==> src/hw/tex_cache_pkg.sv <==
// Texture cache shared definitions
package tex_cache_pkg;

	// ############################################################
	// address split
	// ############################################################

	// the memory port addresses bytes with this many bits.
	localparam int fml_depth = 26;

	// log2 of the cache capacity in bytes, which gives 8 KiB.
	localparam int cache_depth = 13;

	// log2 of the line size, one 4-beat burst of 64 bits.
	localparam int line_bits = 5;

	// a byte address splits into tag, line index and line offset.
	localparam int index_bits = cache_depth - line_bits;
	localparam int tag_bits = fml_depth - cache_depth;

	// the data memory holds whole 64-bit beats.
	localparam int beat_index_bits = cache_depth - 3;

	// ############################################################
	// payload types
	// ############################################################

	// texel addresses count 16-bit words, so they drop the byte bit.
	typedef logic [fml_depth-2:0] tex_adr_t;
	typedef logic [fml_depth-1:0] tex_byte_adr_t;

	typedef logic [15:0] texel_t;
	typedef logic [5:0] frac_t;

	// one memory beat holds four texels, the lowest address on top.
	typedef logic [63:0] tex_beat_t;

	// a bilinear request names the destination and the four corners.
	typedef struct packed {
		tex_adr_t dadr;
		tex_adr_t tadra;
		tex_adr_t tadrb;
		tex_adr_t tadrc;
		tex_adr_t tadrd;
		frac_t    x_frac;
		frac_t    y_frac;
	} tex_req_t;

	// the response carries the four colors, the rest passes through.
	typedef struct packed {
		tex_adr_t dadr;
		texel_t   tcolora;
		texel_t   tcolorb;
		texel_t   tcolorc;
		texel_t   tcolord;
		frac_t    x_frac;
		frac_t    y_frac;
	} tex_resp_t;

	// one tag memory entry.
	typedef struct packed {
		logic                valid;
		logic [tag_bits-1:0] tag;
	} tag_entry_t;

	// ############################################################
	// refill sequencing
	// ############################################################

	typedef enum logic [2:0] {
		IDLE  = 3'd0,
		DATA1 = 3'd1,
		DATA2 = 3'd2,
		DATA3 = 3'd3,
		DATA4 = 3'd4,
		WAIT1 = 3'd5,
		WAIT2 = 3'd6,
		FLUSH = 3'd7
	} refill_state_t;

endpackage

==> src/hw/tex_fill_counter.sv <==
// Refill and flush address counters
`timescale 1ns/1ps

module tex_fill_counter import tex_cache_pkg::*; (
	input  logic                       sys_clk,
	input  logic                       beat_count_en_i,
	input  logic                       flush_mode_i,
	input  logic                       write_valid_i,
	input  tex_byte_adr_t              fetch_adr_i,

	output logic [index_bits-1:0]      tag_wr_adr_o,
	output tag_entry_t                 tag_wr_data_o,
	output logic [beat_index_bits-1:0] data_wr_adr_o,
	output tex_byte_adr_t              fml_adr_o,
	output logic                       flush_done_o
);

	logic [1:0]            beat_count;
	logic [index_bits-1:0] flush_index;
	logic [index_bits-1:0] line_index;

	// the beat counter steps once per received beat of a burst.
	always_ff @(posedge sys_clk) begin
		if (beat_count_en_i) begin
			beat_count <= beat_count + 2'd1;
		end else begin
			beat_count <= '0;
		end
	end

	// the flush walks every line index once.
	always_ff @(posedge sys_clk) begin
		if (flush_mode_i) begin
			flush_index <= flush_index + 1'b1;
		end else begin
			flush_index <= '0;
		end
	end

	assign flush_done_o = &flush_index;
	assign line_index = fetch_adr_i[cache_depth-1 -: index_bits];

	// a refill writes the fetched line, a flush writes each index in turn.
	assign tag_wr_adr_o = flush_mode_i ? flush_index : line_index;
	assign tag_wr_data_o.valid = write_valid_i;
	assign tag_wr_data_o.tag = fetch_adr_i[fml_depth-1 -: tag_bits];

	assign data_wr_adr_o = {line_index, beat_count};

	// bursts always start on a line boundary.
	assign fml_adr_o = {fetch_adr_i[fml_depth-1:line_bits], {line_bits{1'b0}}};

endmodule

==> config.mk <==
export PLATFORM = sky130hd
export DESIGN_NAME = tex_fill_counter
export DESIGN_NICKNAME = d
export VERILOG_FILES = /design/src/hw/tex_cache_pkg.sv /design/src/hw/tex_fill_counter.sv
export SDC_FILE = /design/constraint.sdc
export NUM_CORES = 1
export LEC_CHECK = 0
export BUFFER_PORTS_ARGS = -buffer_cell sky130_fd_sc_hd__buf_2
export CAP_MARGIN = 20
export CORE_MARGIN = 2
export CORE_UTILIZATION = 35
export DETAILED_ROUTE_END_ITERATION = 7
export GPL_ROUTABILITY_DRIVEN = 0
export GPL_TIMING_DRIVEN = 1
export PLACE_DENSITY_LB_ADDON = 0.2
export SETUP_SLACK_MARGIN = 0.1
export SYNTH_ARGS = -nofsm -noshare
export SYNTH_HDL_FRONTEND = slang
export SYNTH_SLANG_ARGS = --single-unit
==> constraint.sdc <==
create_clock -name sys_clk -period 1.25 [get_ports sys_clk]
set_input_delay 0.25 -clock sys_clk [delete_from_list [all_inputs] [get_ports sys_clk]]
set_output_delay 0.25 -clock sys_clk [all_outputs]
set_load 0.02 [all_outputs]
==> impl_metrics.toml <==
[sta]
rsz0062_at_grt = "yes"
finalSetupViolations = 4
fin_crit_sh_pct = 106
clock_skew_ps = 3.56
final_max_slew_viol_count = 0
hold_viol = 0
fmax_mhz = 752
finalCriticalPeriod_ps = 1330
fin_ws_ps = -79.4

[global_routing]
grt_pass1_wl_um = 2170
grt-ovfl-total = 0
antenna_found_initial = 0
grt_start_max_net_pins = 12
grt_usage_pct = 10.9
grt_pass1_vias = 508

[logic_synthesis]
seq_area_frac_synth_pct = 23.5
yosys-top-cells-area = "buf_4, dfxtp_1, mux2_2"
synth_top_area_share_pct = 42.4
netlist_area_um2 = 851
ys_warn_count = 0
syn_avg_cell_area_um2 = 8.34
yosysTopAreaCell = "buf_4"
synth_cell_types = 20
synth-seq-cells = 10
syn_inst = 102

[job]
max-cap-violations = 0

[critical_path]
path_class = "flip-flop to primary output"
reg2reg_depth = 3
worst_setup_path_end_kind = "primary output"
worstSetupStartpointType = "flip-flop"
crit_fanout = 3
r2r_setup_slack_ps = 30
rr_endpoint = "flush_index[7]$_SDFF_PN0_"
reg2reg_from = "flush_index[3]$_SDFF_PN0_"
cp_data_arrival_time_ps = 1080
required_ps = 1000

[finish]
nets = 138
fillCellCount = 240
area_growth_pct = 12.5
fin_area_um2 = 957
diodes = 0
drive_above_1_share_pct = 67.6
fin_util_pct = 42.5

[placed_design]
placed_cell_area_um2 = 751
hpwl_um = 980
io_buffers = 37

[detailed_routing]
drt_wl_total_um = 1460
first_iter_violations = 3
vias_per_cell = 4.41
drc = 0
vias = 586
dr.pass1.iters = 2
post_drt_wl_per_cell_um = 10.9
antenna_left = 0

[run_status]
status = "complete, but fails checks"
violations = "negative setup slack"

[clock_tree]
cts_root_buf = "clkbuf_4"
numCtsBuffers = 3
cts_sinks = 10
cts_tree = "yes"
clockBufferDepth = 2
clk_latency_ps = 260
clk_pin_slew_ps = 60
holdBufCountCts = 0
cts.htree.levels = 1

[floorplan]
die_w_um = 53.3
ioPinCount = 89
coreArea_mm2 = 0.00225
num_rows = 17
dieArea_mm2 = 0.00284
die_h_um = 53.3
start_util_pct = 37.7

[pwr]
peakVddDrop_mv = 0.469
power_density_mw_per_mm2 = 845
power_leakage_nw = 0.471

[min_path]
worstHoldPathCells = 2
hold_class = "primary input to flip-flop"
holdPathEnd = "beat_count[1]$_SDFF_PN0_"
hold_start = "beat_count_en_i"
[timing repair]
| item | 4_1_cts | 5_1_grt |
|---|---|---|
| setup buffers | 4 | 2 |
| endpoints found under the setup margin | 12 | 12 |
| gates cloned | 0 | 0 |
| hold endpoints to repair | 0 | 0 |
| pin swaps | 7 | 3 |
| resized for setup | 39 | 11 |
[layer usage]
layer,GRT usage [%],up-vias,wire [µm]
li1,-,283,-
met1,11.6,276,548
met2,17.3,23,755
met3,2.26,4,127
met4,10.7,0,25
met5,0,-,0
[critical path, cell delays in order (launching register included)]
cell	delay, ps
dfxtp_2	330
buf_6	110
mux2_4	250
buf_6	130
[metrics by stage]
step	total power [mW]	instances	setup TNS (ps)	hold slack, ps	setup slack, ps
floorplan	0.653	106	0	372	44.4
global placement	0.552	125	0	444	9.81
detailed placement	0.553	125	-7.31	453	-7.31
CTS	0.814	132	-231	190	-99.8
global route	0.866	133	-402	208	-126
finish	0.809	133	-175	199	-79.4
[worst max-delay path by stage]
stage | endpoint | start | cells past startpoint | slack, ps
after floorplan | tag_wr_adr_o[5] | flush_mode_i | 4 | 40
after global placement | flush_index[7]$_SDFF_PN0_ | flush_index[4]$_SDFF_PN0_ | 3 | 10
after detailed placement | flush_index[7]$_SDFF_PN0_ | flush_index[4]$_SDFF_PN0_ | 3 | -7
after CTS | flush_done_o | flush_index[1]$_SDFF_PN0_ | 4 | -100
after global routing | flush_done_o | flush_index[4]$_SDFF_PN0_ | 3 | -130
final | tag_wr_adr_o[3] | flush_index[3]$_SDFF_PN0_ | 3 | -80
[synth_stat cells, drive strengths merged]
| master | n |
|---|---|
| buf | 49 |
| xnor2 | 2 |
| dfxtp | 10 |
| o21ai | 5 |
| ha | 1 |
| mux2 | 6 |
| or4b | 2 |
| or3 | 1 |
| nand3 | 4 |
| a21boi | 1 |
| inv | 2 |
| conb | 1 |
| nor2 | 3 |
| nand2 | 4 |
| nand4 | 1 |
| clkbuf | 1 |
| xor2 | 2 |
| nor2b | 2 |
| and2 | 5 |
[registers in the layout, summed over array words and instances, names as in the netlist]
register     flops
beat_count       2
flush_index      8
[kinds of logic (layout without fill, tap and decap cells)]
kind of cell | after synthesis | after routing | share of synthesized area (%)
buffers and inverters | 52 | 51 | 44.3
and+or+nand+nor | 22 | 22 | 14.4
DFF | 10 | 10 | 23.5
AOI/OAI and AO/OA | 6 | 6 | 3.82
muxes | 6 | 6 | 7.94
xor gates and xnor gates | 4 | 4 | 4.12
adders and majority gates | 1 | 1 | 1.47
other | 1 | 5 | 0.441
[placed cells by master, fill, tap and decap left out, types with 5 or more instances in the layout]
master,n
buf_2,27
buf_6,11
conb_1,5
dfxtp_2,5
and2_1,5
buf_4,8
mux2_4,6
[power breakdown]
part	switching [mW]	internal [mW]	total [mW]	leakage, nW
Clock	0.102	0.111	0.213	0.0138
Sequential	0.0144	0.331	0.346	0.0862
Combinational	0.136	0.114	0.250	0.371
Total	0.252	0.556	0.809	0.471
[cell type report]
| class | instances | area [µm²] | area share [%] |
|---|---|---|---|
| multi-input cells | 44 | 355 | 37.1 |
| flip-flops and latches | 10 | 218 | 22.7 |
| well taps | 28 | 35.0 | 3.66 |
| repair buffers | 46 | 319 | 33.3 |
| clock buffers | 3 | 22.5 | 2.35 |
| inverters | 2 | 7.51 | 0.784 |
No activity file was read; power rests on OpenSTA's default activity.
