===== config.mk =====
export PLATFORM = sky130hd
export DESIGN_NAME = tex_refill_fsm
export DESIGN_NICKNAME = d
export VERILOG_FILES = /design/src/hw/tex_cache_pkg.sv /design/src/hw/tex_refill_fsm.sv
export SDC_FILE = /design/constraint.sdc
export NUM_CORES = 1
export LEC_CHECK = 0
export ABC_AREA = 1
export BUFFER_PORTS_ARGS = -buffer_cell sky130_fd_sc_hd__buf_4
export CAP_MARGIN = 20
export CORE_AREA = 2 2 39 41
export DETAILED_ROUTE_END_ITERATION = 8
export DIE_AREA = 0 0 41 43
export PLACE_DENSITY = 0.54
export SETUP_SLACK_MARGIN = 0.5
export SLEW_MARGIN = 30
export SYNTH_ARGS = -nofsm -noshare
export SYNTH_HDL_FRONTEND = slang
export SYNTH_SLANG_ARGS = --single-unit

===== constraint.sdc =====
create_clock -name sys_clk -period 1.3 [get_ports sys_clk]
set_clock_uncertainty 0.2 [all_clocks]
set_input_delay 0.26 -clock sys_clk [delete_from_list [all_inputs] [get_ports sys_clk]]
set_output_delay 0.26 -clock sys_clk [all_outputs]
set_load 0.005 [all_outputs]

===== src/hw/tex_cache_pkg.sv =====
// Texture cache shared definitions
package tex_cache_pkg;

	// ############################################################
	// address split
	// ############################################################

	// the memory port addresses bytes with this many bits.
	localparam int fml_depth = 26;

	// log2 of the cache capacity in bytes, which gives 8 KiB.
	localparam int cache_depth = 13;

	// log2 of the line size, one 4-beat burst of 64 bits.
	localparam int line_bits = 5;

	// a byte address splits into tag, line index and line offset.
	localparam int index_bits = cache_depth - line_bits;
	localparam int tag_bits = fml_depth - cache_depth;

	// the data memory holds whole 64-bit beats.
	localparam int beat_index_bits = cache_depth - 3;

	// ############################################################
	// payload types
	// ############################################################

	// texel addresses count 16-bit words, so they drop the byte bit.
	typedef logic [fml_depth-2:0] tex_adr_t;
	typedef logic [fml_depth-1:0] tex_byte_adr_t;

	typedef logic [15:0] texel_t;
	typedef logic [5:0] frac_t;

	// one memory beat holds four texels, the lowest address on top.
	typedef logic [63:0] tex_beat_t;

	// a bilinear request names the destination and the four corners.
	typedef struct packed {
		tex_adr_t dadr;
		tex_adr_t tadra;
		tex_adr_t tadrb;
		tex_adr_t tadrc;
		tex_adr_t tadrd;
		frac_t    x_frac;
		frac_t    y_frac;
	} tex_req_t;

	// the response carries the four colors, the rest passes through.
	typedef struct packed {
		tex_adr_t dadr;
		texel_t   tcolora;
		texel_t   tcolorb;
		texel_t   tcolorc;
		texel_t   tcolord;
		frac_t    x_frac;
		frac_t    y_frac;
	} tex_resp_t;

	// one tag memory entry.
	typedef struct packed {
		logic                valid;
		logic [tag_bits-1:0] tag;
	} tag_entry_t;

	// ############################################################
	// refill sequencing
	// ############################################################

	typedef enum logic [2:0] {
		IDLE  = 3'd0,
		DATA1 = 3'd1,
		DATA2 = 3'd2,
		DATA3 = 3'd3,
		DATA4 = 3'd4,
		WAIT1 = 3'd5,
		WAIT2 = 3'd6,
		FLUSH = 3'd7
	} refill_state_t;

endpackage


===== src/hw/tex_refill_fsm.sv =====
// Refill and flush FSM
`timescale 1ns/1ps

module tex_refill_fsm import tex_cache_pkg::*; (
	input  logic sys_clk,
	input  logic sys_rst,
	input  logic fetch_needed_i,
	input  logic flush_i,
	input  logic fml_ack_i,
	input  logic flush_done_i,
	input  logic access_requested_i,

	output logic fml_stb_o,
	output logic data_we_o,
	output logic tag_we_o,
	output logic write_valid_o,
	output logic beat_count_en_o,
	output logic flush_mode_o,
	output logic busy_o
);

	refill_state_t state;
	refill_state_t next_state;

	always_ff @(posedge sys_clk) begin
		if (sys_rst) begin
			state <= IDLE;
		end else begin
			state <= next_state;
		end
	end

	always_comb begin
		next_state = state;
		fml_stb_o = 1'b0;
		data_we_o = 1'b0;
		tag_we_o = 1'b0;
		write_valid_o = 1'b1;
		beat_count_en_o = 1'b0;
		flush_mode_o = 1'b0;

		unique case (state)
			// a flush wins over a pending fetch.
			IDLE: begin
				if (flush_i) begin
					next_state = FLUSH;
				end else if (fetch_needed_i) begin
					next_state = DATA1;
				end
			end
			// beat 0 arrives with the acknowledge.
			// the write is enabled but only lands once the ack comes.
			DATA1: begin
				fml_stb_o = 1'b1;
				data_we_o = fml_ack_i;
				if (fml_ack_i) begin
					beat_count_en_o = 1'b1;
					next_state = DATA2;
				end
			end
			DATA2: begin
				data_we_o = 1'b1;
				beat_count_en_o = 1'b1;
				next_state = DATA3;
			end
			DATA3: begin
				data_we_o = 1'b1;
				beat_count_en_o = 1'b1;
				next_state = DATA4;
			end
			// the tag goes in with the last beat.
			// it may release the held request.
			DATA4: begin
				data_we_o = 1'b1;
				tag_we_o = 1'b1;
				next_state = WAIT1;
			end
			// fetch_needed takes two cycles to see the new tag.
			WAIT1: begin
				next_state = WAIT2;
			end
			WAIT2: begin
				next_state = IDLE;
			end
			FLUSH: begin
				tag_we_o = 1'b1;
				write_valid_o = 1'b0;
				flush_mode_o = 1'b1;
				if (flush_done_i) begin
					next_state = IDLE;
				end
			end
			default: begin
				next_state = IDLE;
			end
		endcase
	end

	// a request still in the hit stage also keeps the cache busy.
	assign busy_o = (state != IDLE) | access_requested_i;

endmodule


==> impl_summary.md, run 1 <==
Clocking
Buffers inserted during clock tree synthesis total 3. Clock latency on the worst-skew pair, taken at its later pin, is ~230 ps. The clock tree from TritonCTS is yes. The clock passes through at most 2 buffers. The root buffer cell chosen for the clock tree is sky130_fd_sc_hd__clkbuf_4. In this run the number of H-tree levels came out at 1. The number of clock sinks seen by CTS is 3. After clock tree synthesis, the clock-pin slew on the worst setup and hold paths is roughly 30 ps.

Hold repair after CTS inserted 0 buffers.

GRT
In the global route stage, met3 resource usage came out at around 1.6%. Global routing used between 10% and 20% of the available met2 tracks. The first-pass GRT wire length is ~1.2 mm. The via count of the first global-routing pass is around 350.

The maximum number of pins on one net before global-route repair is 10. The global routing usage on met1 is between 10% and 20%. The total routing usage reported by global routing is 10.03%.

The layer flagged by global routing as most heavily used is met2. The number of antenna violations at the first check in global routing is 0. The total grt overflow is 0.

STA
Setup violations remaining at the end of the flow were counted as 8. The shortest clock period the worst path allows after layout is around 1500 ps. On the final layout, the worst hold slack is 57.77 ps. Setup repair after global routing could not meet its margin everywhere. The setup slack after layout is -248.6 ps. The number of max-slew violations in the final report came to 0.

For this run, the top clock speed supported by timing is about 650 MHz. The number of failing hold endpoints at the final stage is 0. Dividing the final minimum period by the clock period gives 119.1%.

At the pin with the least slew margin, the transition time is between 150 and 200 ps. Adding up every negative setup slack in the final design gives -1432 ps. In this run the tightest slew margin relative to its limit is just under 90%.

Route
Dividing the detail-routed via count by the number of cells gives between 4 and 5. In this run, the number of DRC markers left after iteration 0 of detailed routing was 0. The number of nets with antenna violations after detailed routing is 0. For this run, the detailed router's first-pass iteration total came to 1. The detailed-route wire length per cell is 9.011 µm. The count of vias placed by the detailed router is 367. The total routed wirelength is around 780 µm. After detailed routing, the number of remaining DRC violations is 0.

Logic synthesis
Sorting the synthesized cells by how often they occur yields sky130_fd_sc_hd__nand2_1, sky130_fd_sc_hd__nand3_1, sky130_fd_sc_hd__inv_2. The post-synthesis sequential element count is 3. Counting flops with a built-in enable in the synthesized netlist gives 0.

Yosys printed 0 warnings. The post-synthesis compound-gate area fraction is between 1.5 and 2%. The share of synthesized area in the top cell type comes to 22.97%. The mean instance size in the synthesized netlist is 5.943 µm². The synthesized design spends more area on one cell type than any other, namely sky130_fd_sc_hd__dfxtp_1. Among all cell types in the netlist, the one instantiated most often is sky130_fd_sc_hd__nand2_1. The cell count after synthesis came out at 44. The simple-gate portion of the synthesized area is approximately three fifths.

The dominant synthesized flop cell is sky130_fd_sc_hd__dfxtp_1. Sorting the synthesized cells by area gives the leading types as sky130_fd_sc_hd__dfxtp_1, sky130_fd_sc_hd__nand2_1, sky130_fd_sc_hd__nand3_1. Synthesis produced a netlist with a net count of just over 50. The synthesized netlist contains 13 unique library cells. Of the total synthesized cell area, the portion taken by XOR and XNOR cells is 0%. The share of synthesized cell area in full adder, half adder and majority cells is 0%. Counting flops with an async set or reset pin after synthesis yields a share of 0%.

Summing every instance area after synthesis gives between 200 and 300 µm². After synthesis, the largest family of logic cells by area is simple AND/OR/NAND/NOR gates. The fraction of synthesized area in multiplexers is 0%. After synthesis, flip-flops and latches occupy about 23% of the total area.

Floorplan
The die extent in y is 43 µm. Measured along the x axis, the die boundary spans 41 µm. 14 I/O pins were placed. The floorplan step defined a die boundary enclosing 0.001763 mm². The core region is 0.001384 mm². The number of rows created at floorplan is 14. The starting density of the core is about a fifth.

Power
Per report_power, the combinational group accounts for ~65% of the total. Registers are responsible for about a fifth of the overall power. The net load switching power is around 0.00042 W. The maximum VDD drop is approximately 700 µV. The clock share of power is approximately 15%. In this run the power density over the cells is 1918 mW/mm². The cell-internal power is 0.0006372 W. Of the total power, the share spent switching nets is between 30% and 40%.

Summed over all cells, the static leakage comes to approximately 0.29 nW.

Cells and area
The largest registers in the layout are state x3. The diode insertion count for antenna repair is 0. state holds more flip-flops than any other register. The non-filler instance count after layout is a little under 90. The number of flip-flops under the largest register name is 3.

Relative to the synthesized area, the layout overhead comes to 111.0%. The share of cells above drive strength 1 is approximately 66%. The post-layout net count is a little under 80.

Worst setup path
The arrival time of data at the critical path endpoint is around 1100 ps. The worst setup path is launched from a register. Data on the critical path is required at its endpoint by about 840 ps. The largest fanout of any net on the critical path is 4. The type of destination of the critical path is a primary output. The worst setup path is of the register to primary output kind.

Placed design
Buffers placed on the I/O ports in this run total 13. Routability-driven placement finished with a final weighted congestion of ~0.70. The post-placement cell count is 77. The detailed placer's ending HPWL is ~530 µm.

Run status
The flow ran to the end, but the final reports show violations. The checks that failed: setup timing.

Hold path
The path class of the tightest hold or removal check is input port to register.

Run
The number of violations of the max-capacitance limit is 0.
-- metrics by stage --
stage / setup WS [ps] / power [W] / util, % / cell area [µm²]
2_1_floorplan: 35.92 / 0.0004846 / - / 284.0
3_3_place_gp: -57.04 / 0.0006891 / 30.92 / 427.9
3_5_place_dp: -110.0 / 0.0006913 / 30.92 / 427.9
4_1_cts: -268.7 / 0.0009542 / 36.26 / 501.7
5_1_grt: -332.5 / 0.001156 / 39.87 / 551.8
6_report: -248.6 / 0.001058 / 39.87 / 551.8
-- placed cells by master (no fill, tap or decap) --
cell	count
sky130_fd_sc_hd__a21oi_1	1
sky130_fd_sc_hd__buf_4	19
sky130_fd_sc_hd__buf_6	5
sky130_fd_sc_hd__clkbuf_1	1
sky130_fd_sc_hd__clkbuf_4	3
sky130_fd_sc_hd__dfxtp_4	3
sky130_fd_sc_hd__inv_1	3
sky130_fd_sc_hd__inv_2	3
sky130_fd_sc_hd__inv_4	2
sky130_fd_sc_hd__inv_6	1
sky130_fd_sc_hd__nand2_1	8
sky130_fd_sc_hd__nand2_2	2
sky130_fd_sc_hd__nand3_1	5
sky130_fd_sc_hd__nand3_2	3
sky130_fd_sc_hd__nand3b_1	1
sky130_fd_sc_hd__nand4_1	2
sky130_fd_sc_hd__nor2_1	3
sky130_fd_sc_hd__nor2_2	3
sky130_fd_sc_hd__nor2_4	2
sky130_fd_sc_hd__nor3_4	1
-- power by group through the flow --
stage	sequential [W]	combinational (W)	clock (W)
3_5_place_dp	0.000187	0.000504	0
5_1_grt	0.000221	0.000762	0.000173
3_3_place_gp	0.000184	0.000505	0
6_report	0.000216	0.000683	0.000159
2_1_floorplan	0.000161	0.000324	0
4_1_cts	0.000197	0.000588	0.000169
-- final timing paths --
check / start / endpoint / slack (ps) / depth (start not counted)
hold / removal: sys_rst / state[2] / 60 / 4
setup / recovery: state[0] / data_we_o / -250 / 4
hold reg to reg: state[2] / state[0] / 450 / 3
setup reg to reg: state[1] / state[1] / -10 / 7
-- final cells by class --
cell class,instances,area (µm²)
fill,160,832.0
inverter,9,43.79
sequential,3,71.32
clock buffer,4,26.28
timing repair buffer,24,198.9
multi-input combinational,31,191.4
tap,16,20.02
-- cell families after synthesis --
logic type / after synthesis
buffers and inverters: 10
and+or+nand+nor: 30
DFF: 3
AOI/OAI and AO/OA: 1
-- per-layer routing --
| layer | part of all wire (%) | vias to the layer above |
|---|---|---|
| li1 | - | 194 |
| met1 | 40 | 164 |
| met2 | 55 | 9 |
| met3 | 5.2 | 0 |
| met4 | 0 | 0 |
| met5 | 0 | - |
-- critical path, cell delays in order, from the launching register on --
cell and delay (ps):
sky130_fd_sc_hd__dfxtp_4 350, sky130_fd_sc_hd__nor2_2 190, sky130_fd_sc_hd__nand2_1 110, sky130_fd_sc_hd__nand3_1 90, sky130_fd_sc_hd__buf_4 110
-- timing repair --
item	4_1_cts	5_1_grt
resized for setup	7	10
buffers inserted	4	2
endpoints found under the setup margin	10	10
gates cloned	0	0
pin swaps	3	6
Note: power is estimated with default switching activity, not from simulation.
==> inputs of run 2 (changes only) <==
--- a/config.mk
+++ b/config.mk
@@ -11,7 +11,6 @@
 export CORE_AREA = 2 2 39 41
 export DETAILED_ROUTE_END_ITERATION = 8
 export DIE_AREA = 0 0 41 43
-export PLACE_DENSITY = 0.54
 export SETUP_SLACK_MARGIN = 0.5
 export SLEW_MARGIN = 30
 export SYNTH_ARGS = -nofsm -noshare
==> run 2 against run 1 <==
  * Die area unchanged
  * Power shrank 8.9%
  * Global-route usage decreased by 0.39 points
  * Flip-flop and latch count stayed put
  * Via count fell by 3.8%
  * Non-clock buffer count down 3
  * Largest power group unchanged
  * Sequential power is 6% lower
  * Sequential share of layout area grew 1.1 points
  * The run still ends with setup timing left
  * Core utilization decreased by 3.3 points
  * Cell area fell by 8.2%
  * First-iteration DRC count is 1 higher
  * Final cell count decreased by 3.4%
==> impl_summary.md, run 2 (synthesis results as in run 1) <==
Worst setup path
The nature of the critical path startpoint is a register. The type of destination of the critical path is a primary output. The origin of the critical flop-to-flop path is state[0]. The arrival time of data at the critical path endpoint is around 1100 ps. For the worst setup path, the data required time is roughly 840 ps. The largest fanout of any net on the critical path is 3. The worst setup path is of the register to primary output kind. The launch point of the critical path is state[0].

Route
The count of vias placed by the detailed router is ~350. After detailed routing, the number of remaining DRC violations is 0. The number of nets with antenna violations after detailed routing is 0.

Dividing the detail-routed via count by the number of cells gives around 4.2. In the final routed layout, each cell accounts on average for 8.095 µm. Wires add up to 680 µm. The iteration count of the initial detailed-routing pass is 3. The number of DRC markers after the initial detailed-route iteration is 1.

STA
The highest attainable clock frequency is ~640 MHz. Across all setup checks in the final design, the least slack found is -264.6 ps. The headroom to the max-slew limit is approximately nine tenths.

The number of failing hold endpoints at the final stage is 0. Setup repair after global routing could not meet its margin everywhere. For the finished layout, the period the worst path requires is 1565 ps. In the finished design, the share of the clock period the worst path needs comes to 120.4%.

The summed negative setup slack over all endpoints is -1449 ps. At the pin with the least slew margin, the transition time is about 160 ps. The final worst hold slack is between 50 and 60 ps. The number of max-slew violations in the final report is 0. Setup violations remaining at the end of the flow were counted as 7.

Floorplan
During I/O placement, the number of pins put on the boundary was 14. The die is roughly 43 µm tall. The die area is about 0.0018 mm². The floorplan step defined a core boundary enclosing 0.001384 mm². The number of rows created at floorplan is 14. Once the floorplan was initialized, standard cells occupied a little under a fifth of the core. From left edge to right edge, the die measures slightly above 40 µm.

Power
The clock share of power is between 10% and 20%. The worst-case IR drop observed on VDD is ~620 µV. Of the total power, the share spent switching nets is between 40% and 50%. The part of the total power dissipated in sequential elements is between 20% and 30%. Dividing total power by cell area gives a power density of 1902 mW/mm². The net load switching power is slightly below 0.0004 W. Power comes to 0.0009638 W. Cell internal power was estimated by the tool at 0.0005766 W. The share of total power dissipated in combinational logic is 61.6%. The total leakage power is between 0.2 and 0.3 nW.

Clocking
The TritonCTS buffer count is 3. In this run the number of H-tree levels came out at 1. The number of clock sinks seen by CTS is 3.

The clock tree buffer depth is 2. The clock slew seen by the registers of the worst setup and hold paths is around 40 ps. The clock tree from TritonCTS is yes.

The clock insertion delay at the later pin of the skew report is ~240 ps. The root buffer cell is sky130_fd_sc_hd__clkbuf_4.

GRT
The number of antenna violations at the first check in global routing is 0. The maximum number of pins on one net before global-route repair is 10. The total grt overflow is 0. The via count of the first global-routing pass came to between 300 and 400. The total routing usage reported by global routing is under 10%. The first global-routing pass estimated approximately 1.1 mm of wire.

Hold path
The worst min-delay path class is input port to register. The beginning of the worst hold path is sys_rst.

Cells and area
The register with the most flip-flops in the final layout is state. The largest registers in the layout are state x3. Of the cells placed in the final design, the portion with a size suffix greater than 1 is 63.24%. At the end of the flow, the number of nets in the layout was 76.

The register with the most flip-flops in the layout has 3 of them. The library cell used most frequently in the layout, excluding fill and tap cells, is sky130_fd_sc_hd__buf_4. The post-synthesis to final-layout area growth is 93.78%. The utilization after layout is between 30% and 40%. The top cell types in the final layout, fill and taps aside, are sky130_fd_sc_hd__buf_4, sky130_fd_sc_hd__nand2_1, sky130_fd_sc_hd__nand3_1, sky130_fd_sc_hd__inv_2, sky130_fd_sc_hd__nor2_1. The repair_antennas step left the layout with diodes totalling 0.

Run status
The checks that failed: setup timing. The run finished, with violations left.

Placed design
Port buffering added 13 buffers. The global placement routability congestion is around 0.75. After legalization and detailed placement, the total HPWL measured around 540 µm.

Run
The number of violations of the max-capacitance limit is 0.
[run 2: cell types whose count changed in the layout (fill, tap and decap cells not counted)]
cell / change
sky130_fd_sc_hd__nor2_1: +1
sky130_fd_sc_hd__inv_2: +1
sky130_fd_sc_hd__buf_4: +1
sky130_fd_sc_hd__inv_6: -1
sky130_fd_sc_hd__buf_6: -4
sky130_fd_sc_hd__nor2_2: -1
[run 2: routing by layer]
metal  track usage, %  part of all wire, %  up-vias  wire [µm]
met5                0                    0        -          0
met4            10.00                  3.1        0         21
met3            3.141                  6.2        2         42
met2            13.75                   50       11        342
met1            9.968                   40      154        274
li1                 -                    -      186          -
[run 2: power groups by stage]
stage	Sequential [W]	Clock, W	Combinational, W
2_1_floorplan	0.000161	0	0.000324
3_3_place_gp	0.000178	0	0.000545
3_5_place_dp	0.000180	0	0.000549
4_1_cts	0.000192	0.000174	0.000578
5_1_grt	0.000211	0.000183	0.000658
6_report	0.000204	0.000166	0.000594
[run 2: area by class of cell]
cell class              instances  area, µm²
repair buffers                 21      161.4
fillers                       147      877.1
multi-input cells              31      188.9
flip-flops and latches          3      71.32
inverters                       9      38.79
well taps                      16      20.02
clock buffers                   4      26.28
[run 2: final timing paths]
path	to	slack [ps]	cells past startpoint
hold reg to reg	state[1]	460	4
setup reg to reg	state[1]	30	8
setup / recovery	beat_count_en_o	-260	7
hold / removal	state[2]	60	4
[run 2: worst max-delay path, cell delays in order, from the launching register on]
cell and delay [ps]:
sky130_fd_sc_hd__dfxtp_4 360, sky130_fd_sc_hd__inv_4 50, sky130_fd_sc_hd__nor2_4 90, sky130_fd_sc_hd__inv_2 50, sky130_fd_sc_hd__nor2_4 90, sky130_fd_sc_hd__nand2_2 70, sky130_fd_sc_hd__nand2_1 60, sky130_fd_sc_hd__buf_4 100
[run 2: per-stage QoR]
step           setup slack, ps  instances  area [µm²]
3_3_place_gp            -58.03         79       442.9
3_5_place_dp            -108.4         79       442.9
5_1_grt                 -330.5         84       506.7
2_1_floorplan            35.92         44       284.0
4_1_cts                 -283.5         84       489.2
6_report                -264.6         84       506.7
[run 2: timing repair]
item,CTS,global route
setup endpoints to repair,10,10
hold buffers,0,0
resized for setup,5,5
pin swaps,1,1
gates cloned,0,0
buffers inserted,1,0
