**src/hw/tex_cache_pkg.sv**
```systemverilog
// Texture cache shared definitions
package tex_cache_pkg;

	// ############################################################
	// address split
	// ############################################################

	// the memory port addresses bytes with this many bits.
	localparam int fml_depth = 26;

	// log2 of the cache capacity in bytes, which gives 8 KiB.
	localparam int cache_depth = 13;

	// log2 of the line size, one 4-beat burst of 64 bits.
	localparam int line_bits = 5;

	// a byte address splits into tag, line index and line offset.
	localparam int index_bits = cache_depth - line_bits;
	localparam int tag_bits = fml_depth - cache_depth;

	// the data memory holds whole 64-bit beats.
	localparam int beat_index_bits = cache_depth - 3;

	// ############################################################
	// payload types
	// ############################################################

	// texel addresses count 16-bit words, so they drop the byte bit.
	typedef logic [fml_depth-2:0] tex_adr_t;
	typedef logic [fml_depth-1:0] tex_byte_adr_t;

	typedef logic [15:0] texel_t;
	typedef logic [5:0] frac_t;

	// one memory beat holds four texels, the lowest address on top.
	typedef logic [63:0] tex_beat_t;

	// a bilinear request names the destination and the four corners.
	typedef struct packed {
		tex_adr_t dadr;
		tex_adr_t tadra;
		tex_adr_t tadrb;
		tex_adr_t tadrc;
		tex_adr_t tadrd;
		frac_t    x_frac;
		frac_t    y_frac;
	} tex_req_t;

	// the response carries the four colors, the rest passes through.
	typedef struct packed {
		tex_adr_t dadr;
		texel_t   tcolora;
		texel_t   tcolorb;
		texel_t   tcolorc;
		texel_t   tcolord;
		frac_t    x_frac;
		frac_t    y_frac;
	} tex_resp_t;

	// one tag memory entry.
	typedef struct packed {
		logic                valid;
		logic [tag_bits-1:0] tag;
	} tag_entry_t;

	// ############################################################
	// refill sequencing
	// ############################################################

	typedef enum logic [2:0] {
		IDLE  = 3'd0,
		DATA1 = 3'd1,
		DATA2 = 3'd2,
		DATA3 = 3'd3,
		DATA4 = 3'd4,
		WAIT1 = 3'd5,
		WAIT2 = 3'd6,
		FLUSH = 3'd7
	} refill_state_t;

endpackage

```
**src/hw/tex_hit_check.sv**
```systemverilog
// Texture cache hit check
`timescale 1ns/1ps

module tex_hit_check import tex_cache_pkg::*; (
	input  logic                                sys_clk,
	input  logic                                sys_rst,

	input  logic                                req_stb_i,
	output logic                                req_ack_o,
	input  tex_req_t                            req_i,

	output logic                                resp_stb_o,
	input  logic                                resp_ack_i,
	output tex_resp_t                           resp_o,

	input  tag_entry_t                          tag_a_i,
	input  tag_entry_t                          tag_b_i,
	input  tag_entry_t                          tag_c_i,
	input  tag_entry_t                          tag_d_i,
	input  tex_beat_t                           beat_a_i,
	input  tex_beat_t                           beat_b_i,
	input  tex_beat_t                           beat_c_i,
	input  tex_beat_t                           beat_d_i,
	input  logic                                tag_we_i,

	output logic [3:0][index_bits-1:0]          tag_rd_adr_o,
	output logic [3:0][beat_index_bits-1:0]     data_rd_adr_o,
	output logic                                fetch_needed_o,
	output tex_byte_adr_t                       fetch_adr_o,
	output logic                                access_requested_o
);

	tex_req_t   req_q;
	logic       access_requested;
	logic       tag_we_seen;
	logic       retry;
	logic       all_hit;
	logic [3:0] ignore;
	logic [3:0] hit;
	tex_adr_t   new_adr [4];
	tex_adr_t   held_adr [4];
	tex_adr_t   rd_adr [4];
	tag_entry_t tag_rd [4];

	// the lane inside a beat comes from word address bits 1 and 0.
	// the lowest word sits in the top half of the beat.
	function automatic texel_t pick_texel(tex_beat_t beat, logic [1:0] lane);
		unique case (lane)
			2'd0: pick_texel = beat[63:48];
			2'd1: pick_texel = beat[47:32];
			2'd2: pick_texel = beat[31:16];
			default: pick_texel = beat[15:0];
		endcase
	endfunction

	// ############################################################
	// request register
	// ############################################################

	// the stage holds a request until all of its corners hit.
	always_ff @(posedge sys_clk) begin
		if (sys_rst) begin
			access_requested <= 1'b0;
			tag_we_seen <= 1'b0;
		end else begin
			tag_we_seen <= tag_we_i;
			if (req_ack_o) begin
				access_requested <= req_stb_i;
			end
		end
	end

	always_ff @(posedge sys_clk) begin
		if (req_ack_o & req_stb_i) begin
			req_q <= req_i;
		end
	end

	// corners indexed 0 to 3 stand for A to D.
	always_comb begin
		new_adr[0] = req_i.tadra;
		new_adr[1] = req_i.tadrb;
		new_adr[2] = req_i.tadrc;
		new_adr[3] = req_i.tadrd;
		held_adr[0] = req_q.tadra;
		held_adr[1] = req_q.tadrb;
		held_adr[2] = req_q.tadrc;
		held_adr[3] = req_q.tadrd;
		tag_rd[0] = tag_a_i;
		tag_rd[1] = tag_b_i;
		tag_rd[2] = tag_c_i;
		tag_rd[3] = tag_d_i;
	end

	// ############################################################
	// tag compare
	// ############################################################

	// integer fractions make some corners unnecessary.
	// those corners count as hits and never start a refill.
	assign ignore[0] = 1'b0;
	assign ignore[1] = req_q.x_frac == '0;
	assign ignore[2] = req_q.y_frac == '0;
	assign ignore[3] = ignore[1] & ignore[2];

	// tags read in the cycle after a tag write may be stale, so that cycle misses.
	always_comb begin
		for (int i = 0; i < 4; i++) begin
			hit[i] = ignore[i] | (~tag_we_seen & tag_rd[i].valid
				& (tag_rd[i].tag == held_adr[i][fml_depth-2 -: tag_bits]));
		end
	end

	assign all_hit = &hit;
	assign resp_stb_o = access_requested & all_hit;
	assign req_ack_o = (resp_ack_i & resp_stb_o) | ~access_requested;
	assign access_requested_o = access_requested;

	// a held request reads its own lines again, whether it waits on a
	// refill or on back-pressure. otherwise the RAMs look up the new one.
	assign retry = access_requested & ~req_ack_o;

	always_comb begin
		for (int i = 0; i < 4; i++) begin
			rd_adr[i] = retry ? held_adr[i] : new_adr[i];
			tag_rd_adr_o[i] = rd_adr[i][cache_depth-2 -: index_bits];
			data_rd_adr_o[i] = rd_adr[i][cache_depth-2 -: beat_index_bits];
		end
	end

	// ############################################################
	// miss address
	// ############################################################

	always_ff @(posedge sys_clk) begin
		if (sys_rst) begin
			fetch_needed_o <= 1'b0;
		end else if (access_requested) begin
			fetch_needed_o <= ~all_hit;
		end
	end

	// the first missing corner in A to D order is refilled first.
	always_ff @(posedge sys_clk) begin
		if (access_requested) begin
			if (!hit[0]) begin
				fetch_adr_o <= {held_adr[0], 1'b0};
			end else if (!hit[1]) begin
				fetch_adr_o <= {held_adr[1], 1'b0};
			end else if (!hit[2]) begin
				fetch_adr_o <= {held_adr[2], 1'b0};
			end else if (!hit[3]) begin
				fetch_adr_o <= {held_adr[3], 1'b0};
			end
		end
	end

	// the response is built from the registered RAM outputs.
	always_comb begin
		resp_o.dadr = req_q.dadr;
		resp_o.tcolora = pick_texel(beat_a_i, req_q.tadra[1:0]);
		resp_o.tcolorb = pick_texel(beat_b_i, req_q.tadrb[1:0]);
		resp_o.tcolorc = pick_texel(beat_c_i, req_q.tadrc[1:0]);
		resp_o.tcolord = pick_texel(beat_d_i, req_q.tadrd[1:0]);
		resp_o.x_frac = req_q.x_frac;
		resp_o.y_frac = req_q.y_frac;
	end

endmodule

```
**config.mk**
```make
export PLATFORM = sky130hd
export DESIGN_NAME = tex_hit_check
export DESIGN_NICKNAME = d
export VERILOG_FILES = /design/src/hw/tex_cache_pkg.sv /design/src/hw/tex_hit_check.sv
export SDC_FILE = /design/constraint.sdc
export NUM_CORES = 1
export LEC_CHECK = 0
export CAP_MARGIN = 20
export CORE_AREA = 4 4 250 252
export DETAILED_ROUTE_END_ITERATION = 10
export DIE_AREA = 0 0 254 256
export DONT_BUFFER_PORTS = 1
export PLACE_DENSITY_LB_ADDON = 0.1
export SKIP_LAST_GASP = 1
export SLEW_MARGIN = 40
export SYNTH_ARGS = -nofsm -noshare
export SYNTH_HDL_FRONTEND = slang
export SYNTH_SLANG_ARGS = --single-unit
export TNS_END_PERCENT = 10
```
**constraint.sdc**
```tcl
create_clock -name sys_clk -period 13.9 [get_ports sys_clk]
set_clock_uncertainty 0.1 [all_clocks]
set_input_delay 1.39 -clock sys_clk [delete_from_list [all_inputs] [get_ports sys_clk]]
set_output_delay 1.39 -clock sys_clk [all_outputs]
set_load 0.03 [all_outputs]
```
==> summary.md, run 1 <==
| Metric | Value |
|---|---|
| Total CTS buffers | `17` |
| #FFs+latches synth | `165` |
| Post-synth EDFFs | `162` |
| Hold Path Stages | `2` |
| Global-route wire length before repair | `56800 um` |
| Drt wl/cell | `35.3 um` |
| Routability cong. | `0.987` |
| Row count | `90` |
| Tmin final | `5570 ps` |
| DR pass1 iterations | `5` |
| YS warnings | `0` |
| Die ar. | `65000 um2` |
| CP Launch Type | `primary input` |
| Clk sinks | `165` |
| Clock root cell | `clkbuf_16` |
| Post-synthesis sequential area ratio | `56.7%` |
| Layout cells sized above 1 | `25.4%` |
| PD cells | `131 nW/um2` |
| Synth Flop Type | `edfxtp_1` |
| DR iter-0 viols | `390` |
| Synth Net Count | `985` |
| Max Freq | `0.180 GHz` |
| Max-cap violations | `0` |
| Clock tree buffer depth | `2` |
| Worst slew pin tran | `906 ps` |
| Post-Route WL | `46300 um` |
| Slew HR | `39.6%` |
| Outcome | `finished clean` |
| CP arrival | `4080 ps` |
| Yosys cell types | `37` |
| Vert. Die Dim | `256 um` |
| Core area | `60100 um2` |
| Yosys top cell area share | `56.0%` |
| HP Start | `fetch_needed_o` |
| DRC violations left | `0` |
| Layout area overhead | `16.4%` |
| Fin. Hold Viols | `0` |
| Fin. max-slew vios | `0` |
| Largest area contributor in the netlist | `edfxtp_1` |
| Post-CTS Repair Setup Buffers | `0` |
| Final period util | `40.0%` |
| Worst Hold End | `fetch_needed_o` |
| Post-CTS Hold Fix Bufs | `0` |
| Via count | `5220` |
| WHS | `542 ps` |
| Flop-to-flop setup slack | `8610 ps` |
| RSZ-0062 raised after global routing | `false` |
| Clock slew at reported path FFs | `80 ps` |
| Synthesized area per cell | `16.4 um2` |
| Latest clock arrival within the worst-skew pair | `460 ps` |
| CP endpoint kind | `output port` |
| Post-Syn Area | `8690 um2` |
| Total global routing overflow | `0` |
| Async SR Flop Fraction | `0%` |
| Leakage power | `0.00297 uW` |
| Post-CTS sizing | `0` |
| TritonCTS clock tree | `built` |
| Crit. Startpoint | `tag_a_i[11]` |
| Die Span X | `254 um` |
| Post-detailed-route count of antenna-violating nets | `0` |
| Pin count of the biggest net entering global routing | `71` |
| Ports | `657` |
| Initial antenna violation count | `30` |
| Fin Setup TNS | `0 ps` |
| Routed vias/inst | `3.98` |
| Initial Util | `14.4%` |
| Capturing point of the worst reg2reg path | `resp_o[99]` |
| Cells after Synth | `531` |
| Port bufs | `0` |
| # fillers | `6549` |
| Crit path kind | `in2out` |
| Worst R2R Start | `resp_o[1]` |
| Critical-path maximum fanout | `51` |
| Hold Crit Class | `reg2reg` |
| Gr usage total | `13.3%` |
| Nets | `953` |
| WP data required | `12410 ps` |
| H-tree levels | `4` |
| Worst r2r path cells | `10` |
| Endpoints failing setup | `0` |
| DP HPWL | `39300 um` |
| VDD IR max | `84.4 uV` |
| Vias in the first global route | `5734` |
| Synth area leaders | `edfxtp_1 56%, mux4_2 17%, mux2_1 3.9%, buf_4 3.2%, mux2i_1 2.9%` |
[synth_stat cells, drive strengths merged (2+ instances only)]
library cell	instances
xor2	26
xnor2	26
nor4	9
edfxtp	162
mux2	40
nand2	3
dfxtp	3
inv	3
mux4	64
mux2i	25
nand3b	2
nand4	9
a21oi	24
buf	51
o21ai	2
nor2	4
clkbuf	14
a31oi	3
nor2b	27
a211oi	23
[per-layer routing]
metal  vias up  wire [um]  GRT usage [%]
met5         -         70              0
met4        10       1480           4.68
met3        75       4020           4.68
met2       448      26400           26.7
met1      2636      14300           12.1
li1       2051          -              -
[kinds of logic after synthesis]
group,share of synthesized area [%]
buffers and inverters,4.61
XOR/XNOR,5.24
multiplexers,25.0
AO/OA/AOI/OAI,4.12
flip-flops,56.7
AND/OR/NAND/NOR,4.35
other,0.0432
[cells in the final DEF (no fill, tap or decap), drive strengths merged, types with 2 or more instances in the layout]
cell        n
dfxtp       3
diode      19
a31oi       3
clkinv      2
a211oi     23
o21ai       2
nand4       9
nor4        9
clkbuf     17
mux4       64
nand2       3
nor2        4
mux2i      25
a21oi      24
xnor2      26
edfxtp    162
nor2b      27
inv        12
clkinvlp    3
mux2       40
xor2       26
buf        14
nand3b      2
[power breakdown]
group          internal (uW)  switching, uW  total, uW
clock network            255            230        484
registers                581           42.5        624
logic                   59.5            160        220
total                    895            432       1330
[worst max-delay path by stage]
stage / endpoint / slack [ps]
floorplan: held_adr[0] / 4290
global route: tag_rd_adr_o[12] / 8070
global placement: resp_o[94] / 7280
CTS: tag_rd_adr_o[12] / 8080
detailed placement: resp_o[99] / 7950
finish: tag_rd_adr_o[12] / 8330
[state kept, by name (all words and copies together), names as in the netlist]
signal / cells
fetch_adr_o: 25
held_adr: 100
access_requested_o: 1
resp_o: 37
tag_we_seen: 1
fetch_needed_o: 1
[worst max-delay path: stages]
cell	delay (ps)
xnor2_1	160
nand4_1	260
nor4_4	200
buf_4	550
a21boi_4	320
a31oi_4	90
buf_4	320
mux2_1	720
[cell type report]
class / count / area (um2) / area share, %
clock inverter: 15 / 158 / 1.56
tap: 782 / 978 / 9.68
antenna: 19 / 47.5 / 0.470
sequential: 165 / 4920 / 48.7
multi-input combinational: 298 / 3430 / 34.0
timing repair buffer: 14 / 131 / 1.30
inverter: 3 / 11.3 / 0.111
clock buffer: 17 / 425 / 4.21
[metrics by stage]
| stage | area [um2] | cells | setup WS [ps] | utilization (%) | total power [uW] |
|---|---|---|---|---|---|
| 2_1_floorplan | 8690 | 531 | 4290 | - | 808 |
| 3_3_place_gp | 9380 | 1255 | 7280 | 15.6 | 860 |
| 3_5_place_dp | 9480 | 1262 | 7950 | 15.8 | 863 |
| 4_1_cts | 10100 | 1294 | 8080 | 16.7 | 1360 |
| 5_1_grt | 10100 | 1309 | 8070 | 16.8 | 1380 |
| 6_report | 10100 | 1313 | 8330 | 16.8 | 1330 |
No activity file was read; power rests on OpenSTA's default activity.
==> inputs of run 2 (changes only) <==
==> constraint.sdc (replaced) <==
create_clock -name sys_clk -period 5.2 [get_ports sys_clk]
set_clock_uncertainty 0.1 [all_clocks]
set_input_delay 0.52 -clock sys_clk [delete_from_list [all_inputs] [get_ports sys_clk]]
set_output_delay 0.52 -clock sys_clk [all_outputs]
set_load 0.03 [all_outputs]
==> run 2 against run 1 <==
Sequential share of layout area fell by 6.4 points. Final cell count up 11%. Flip-flop and latch count did not move. Clock power grew to 2.9 times the previous value. Via count up 9.6%. Highest routed layer unchanged. Combinational power rose to 2.9 times the previous value. First-iteration DRC count down 2.6%. Critical path depth is the same. Routed wire length fell by 7.7%. Utilization is 2.5 points higher.
==> summary.md, run 2 (synthesis results as in run 1) <==
| Metric | Value |
|---|---|
| DP HPWL | `35700 um (was 39300 um)` |
| Initial antenna violation count | `18 (was 30)` |
| Worst Hold End | `tag_we_seen (was fetch_needed_o)` |
| VDD IR max | `241 uV (was 84.4 uV)` |
| Final period util | `86.2%` |
| Drt wl/cell | `29.3 um (was 35.3 um)` |
| Met1 Resource Use GR | `12.2% (was 12.1%)` |
| Outcome | `finished clean (unchanged)` |
| Latest clock arrival within the worst-skew pair | `480 ps (was 460 ps)` |
| Capturing point of the worst reg2reg path | `held_adr[38] (was resp_o[99])` |
| CP arrival | `3860 ps (was 4080 ps)` |
| RSZ-0062 raised after global routing | `false (unchanged)` |
| Total CTS buffers | `17 (unchanged)` |
| CP endpoint kind | `output port (unchanged)` |
| Gr usage total | `12.3% (was 13.3%)` |
| H-tree levels | `4 (unchanged)` |
| Met3 usage in global routing | `4.27% (was 4.68%)` |
| Max reg flops | `100 (unchanged)` |
| Vias in the first global route | `6416 (was 5734)` |
| Crit-path slowest cell | `nor4_1 (was mux2_1)` |
| DRC violations left | `0 (unchanged)` |
| Die Span X | `254 um (unchanged)` |
| TritonCTS clock tree | `built (unchanged)` |
| WHS | `86.6 ps (was 542 ps)` |
| Final core occ | `19.3% (was 16.8%)` |
| Fin worst setup slack | `718 ps (was 8330 ps)` |
| Initial Util | `14.4% (unchanged)` |
| Commonest non-fill, non-tap cells in the layout | `162 x edfxtp_1, 138 x dlygate4sd3_1, 64 x mux4_2 (was 162 x edfxtp_1, 64 x mux4_2, 30 x mux2_1)` |
| DR iter-0 viols | `380 (was 390)` |
| Core area | `60100 um2 (unchanged)` |
| Layout cells sized above 1 | `21.4% (was 25.4%)` |
| Commonest non-fill, non-tap cell in the layout | `edfxtp_1 (unchanged)` |
| Clock tree buffer depth | `2 (unchanged)` |
| Fin. max-slew vios | `0 (unchanged)` |
| Flop-to-flop setup slack | `1320 ps (was 8610 ps)` |
| Critical-path maximum fanout | `43 (was 51)` |
| Max-cap violations | `0 (unchanged)` |
| Layout area overhead | `33.9% (was 16.4%)` |
| Nets | `1106 (was 953)` |
| Crit path kind | `reg2out (was in2out)` |
| Fin Setup TNS | `0 ps (unchanged)` |
| Total global routing overflow | `0 (unchanged)` |
| Fin. Hold Viols | `0 (unchanged)` |
| Clock slew at reported path FFs | `80 ps (about the same)` |
| HP Start | `sys_rst (was fetch_needed_o)` |
| Clk sinks | `165 (unchanged)` |
| Slowest stage delay, CP | `670 ps (was 720 ps)` |
| Tmin final | `4480 ps` |
| Gr busiest metal | `met2 (unchanged)` |
| Endpoints failing setup | `0 (unchanged)` |
| Port bufs | `0 (unchanged)` |
| Row count | `90 (unchanged)` |
| Routed vias/inst | `3.92 (was 3.98)` |
| Global-route wire length before repair | `54200 um (was 56800 um)` |
| Worst R2R Start | `resp_o[1] (unchanged)` |
| WP data required | `4580 ps (was 12410 ps)` |
| Pin count of the biggest net entering global routing | `83 (was 71)` |
| PD cells | `320 nW/um2 (was 131 nW/um2)` |
| GR Util met2 | `22.9% (was 26.7%)` |
| Leakage power | `0.00365 uW (was 0.00297 uW)` |
| Vert. Die Dim | `256 um (unchanged)` |
| Worst slew pin tran | `864 ps (was 906 ps)` |
| Final Instance Count excl. Fillers | `1459 (was 1313)` |
| Hold Path Stages | `1 (was 2)` |
| Worst r2r path cells | `9 (was 10)` |
| Clock root cell | `clkbuf_16 (unchanged)` |
| Post-CTS sizing | `0 (unchanged)` |
| Place WS | `1170 ps (was 7950 ps)` |
| Die ar. | `65000 um2 (unchanged)` |
| Via count | `5720 (was 5220)` |
| CP Launch Type | `register (was primary input)` |
| Placed cells | `1277 (was 1262)` |
| Ports | `657 (unchanged)` |
| Routability cong. | `0.856 (was 0.987)` |
| CP Cell Sequence | `nor4_1 > buf_4 > nor4bb_1 > nand4_1 > o221ai_1 > a31oi_4 > buf_4 > mux2_1 (was xnor2_1 > nand4_1 > nor4_4 > buf_4 > a21boi_4 > a31oi_4 > buf_4 > mux2_1)` |
| Slew HR | `42.4% (was 39.6%)` |
| Max Freq | `0.223 GHz` |
| Post-detailed-route count of antenna-violating nets | `0 (unchanged)` |
| Critical Path Most Common Cell | `buf_4 (unchanged)` |
| DR pass1 iterations | `4 (was 5)` |
| Hold Crit Class | `in2reg (was reg2reg)` |
| Post-Route WL | `42700 um (was 46300 um)` |
[run 2: cell types whose count changed in the layout (fill, tap and decap cells not counted), sizes merged]
cell,delta
clkinv,+5
inv,-3
bufinv,+1
dlygate4sd3,+138
clkinvlp,-3
buf,+15
diode,-7
[run 2: layer usage]
metal | wire length [um] | up-vias
met4 | 1760 | 6
met1 | 14600 | 2907
met5 | 60 | -
li1 | - | 2354
met2 | 22700 | 388
met3 | 3610 | 65
[run 2: worst max-delay path, delay by kind of cell (launching register included)]
family                 cells  cell delay [ps]
AOI/OAI and AO/OA          2              420
buffers and inverters      2              570
DFF                        1              540
muxes                      1              670
and+or+nand+nor            3             1120
[run 2: final cells by class]
type                            instances  area, um2
Fill cell                            6465      48500
Sequential cell                       165       4920
Multi-Input combinational cell        298       3410
Timing Repair Buffer                  167       1640
Tap cell                              782        978
Clock buffer                           17        425
Clock inverter                         15        210
Antenna cell                           12       30.0
Inverter                                3       11.3
[run 2: power by group]
group	internal, uW	total (uW)	switching, uW
logic	240	649	410
clock network	739	1400	659
registers	1550	1670	119
[run 2: what timing repair did]
action                    4_1_cts  5_1_grt
setup buffers                   0        0
hold endpoints to repair      138        0
hold buffers                  138        0
[run 2: per-stage QoR]
step | area, um2 | power, uW
2_1_floorplan | 8700 | 2150
3_3_place_gp | 9530 | 2270
3_5_place_dp | 9590 | 2280
4_1_cts | 11600 | 3810
5_1_grt | 11600 | 3880
6_report | 11600 | 3720
[run 2: worst max-delay path by stage]
stage                from                to  slack (ps)  cells past startpoint
2_1_floorplan  tag_b_i[3]       held_adr[0]         710                      7
3_3_place_gp   tag_c_i[3]  data_rd_adr_o[8]        1200                      7
3_5_place_dp   tag_c_i[3]   tag_rd_adr_o[2]        1170                      7
4_1_cts         resp_o[1]   tag_rd_adr_o[2]         650                      8
5_1_grt         resp_o[1]  data_rd_adr_o[7]         470                      8
6_report        resp_o[1]   tag_rd_adr_o[2]         720                      8
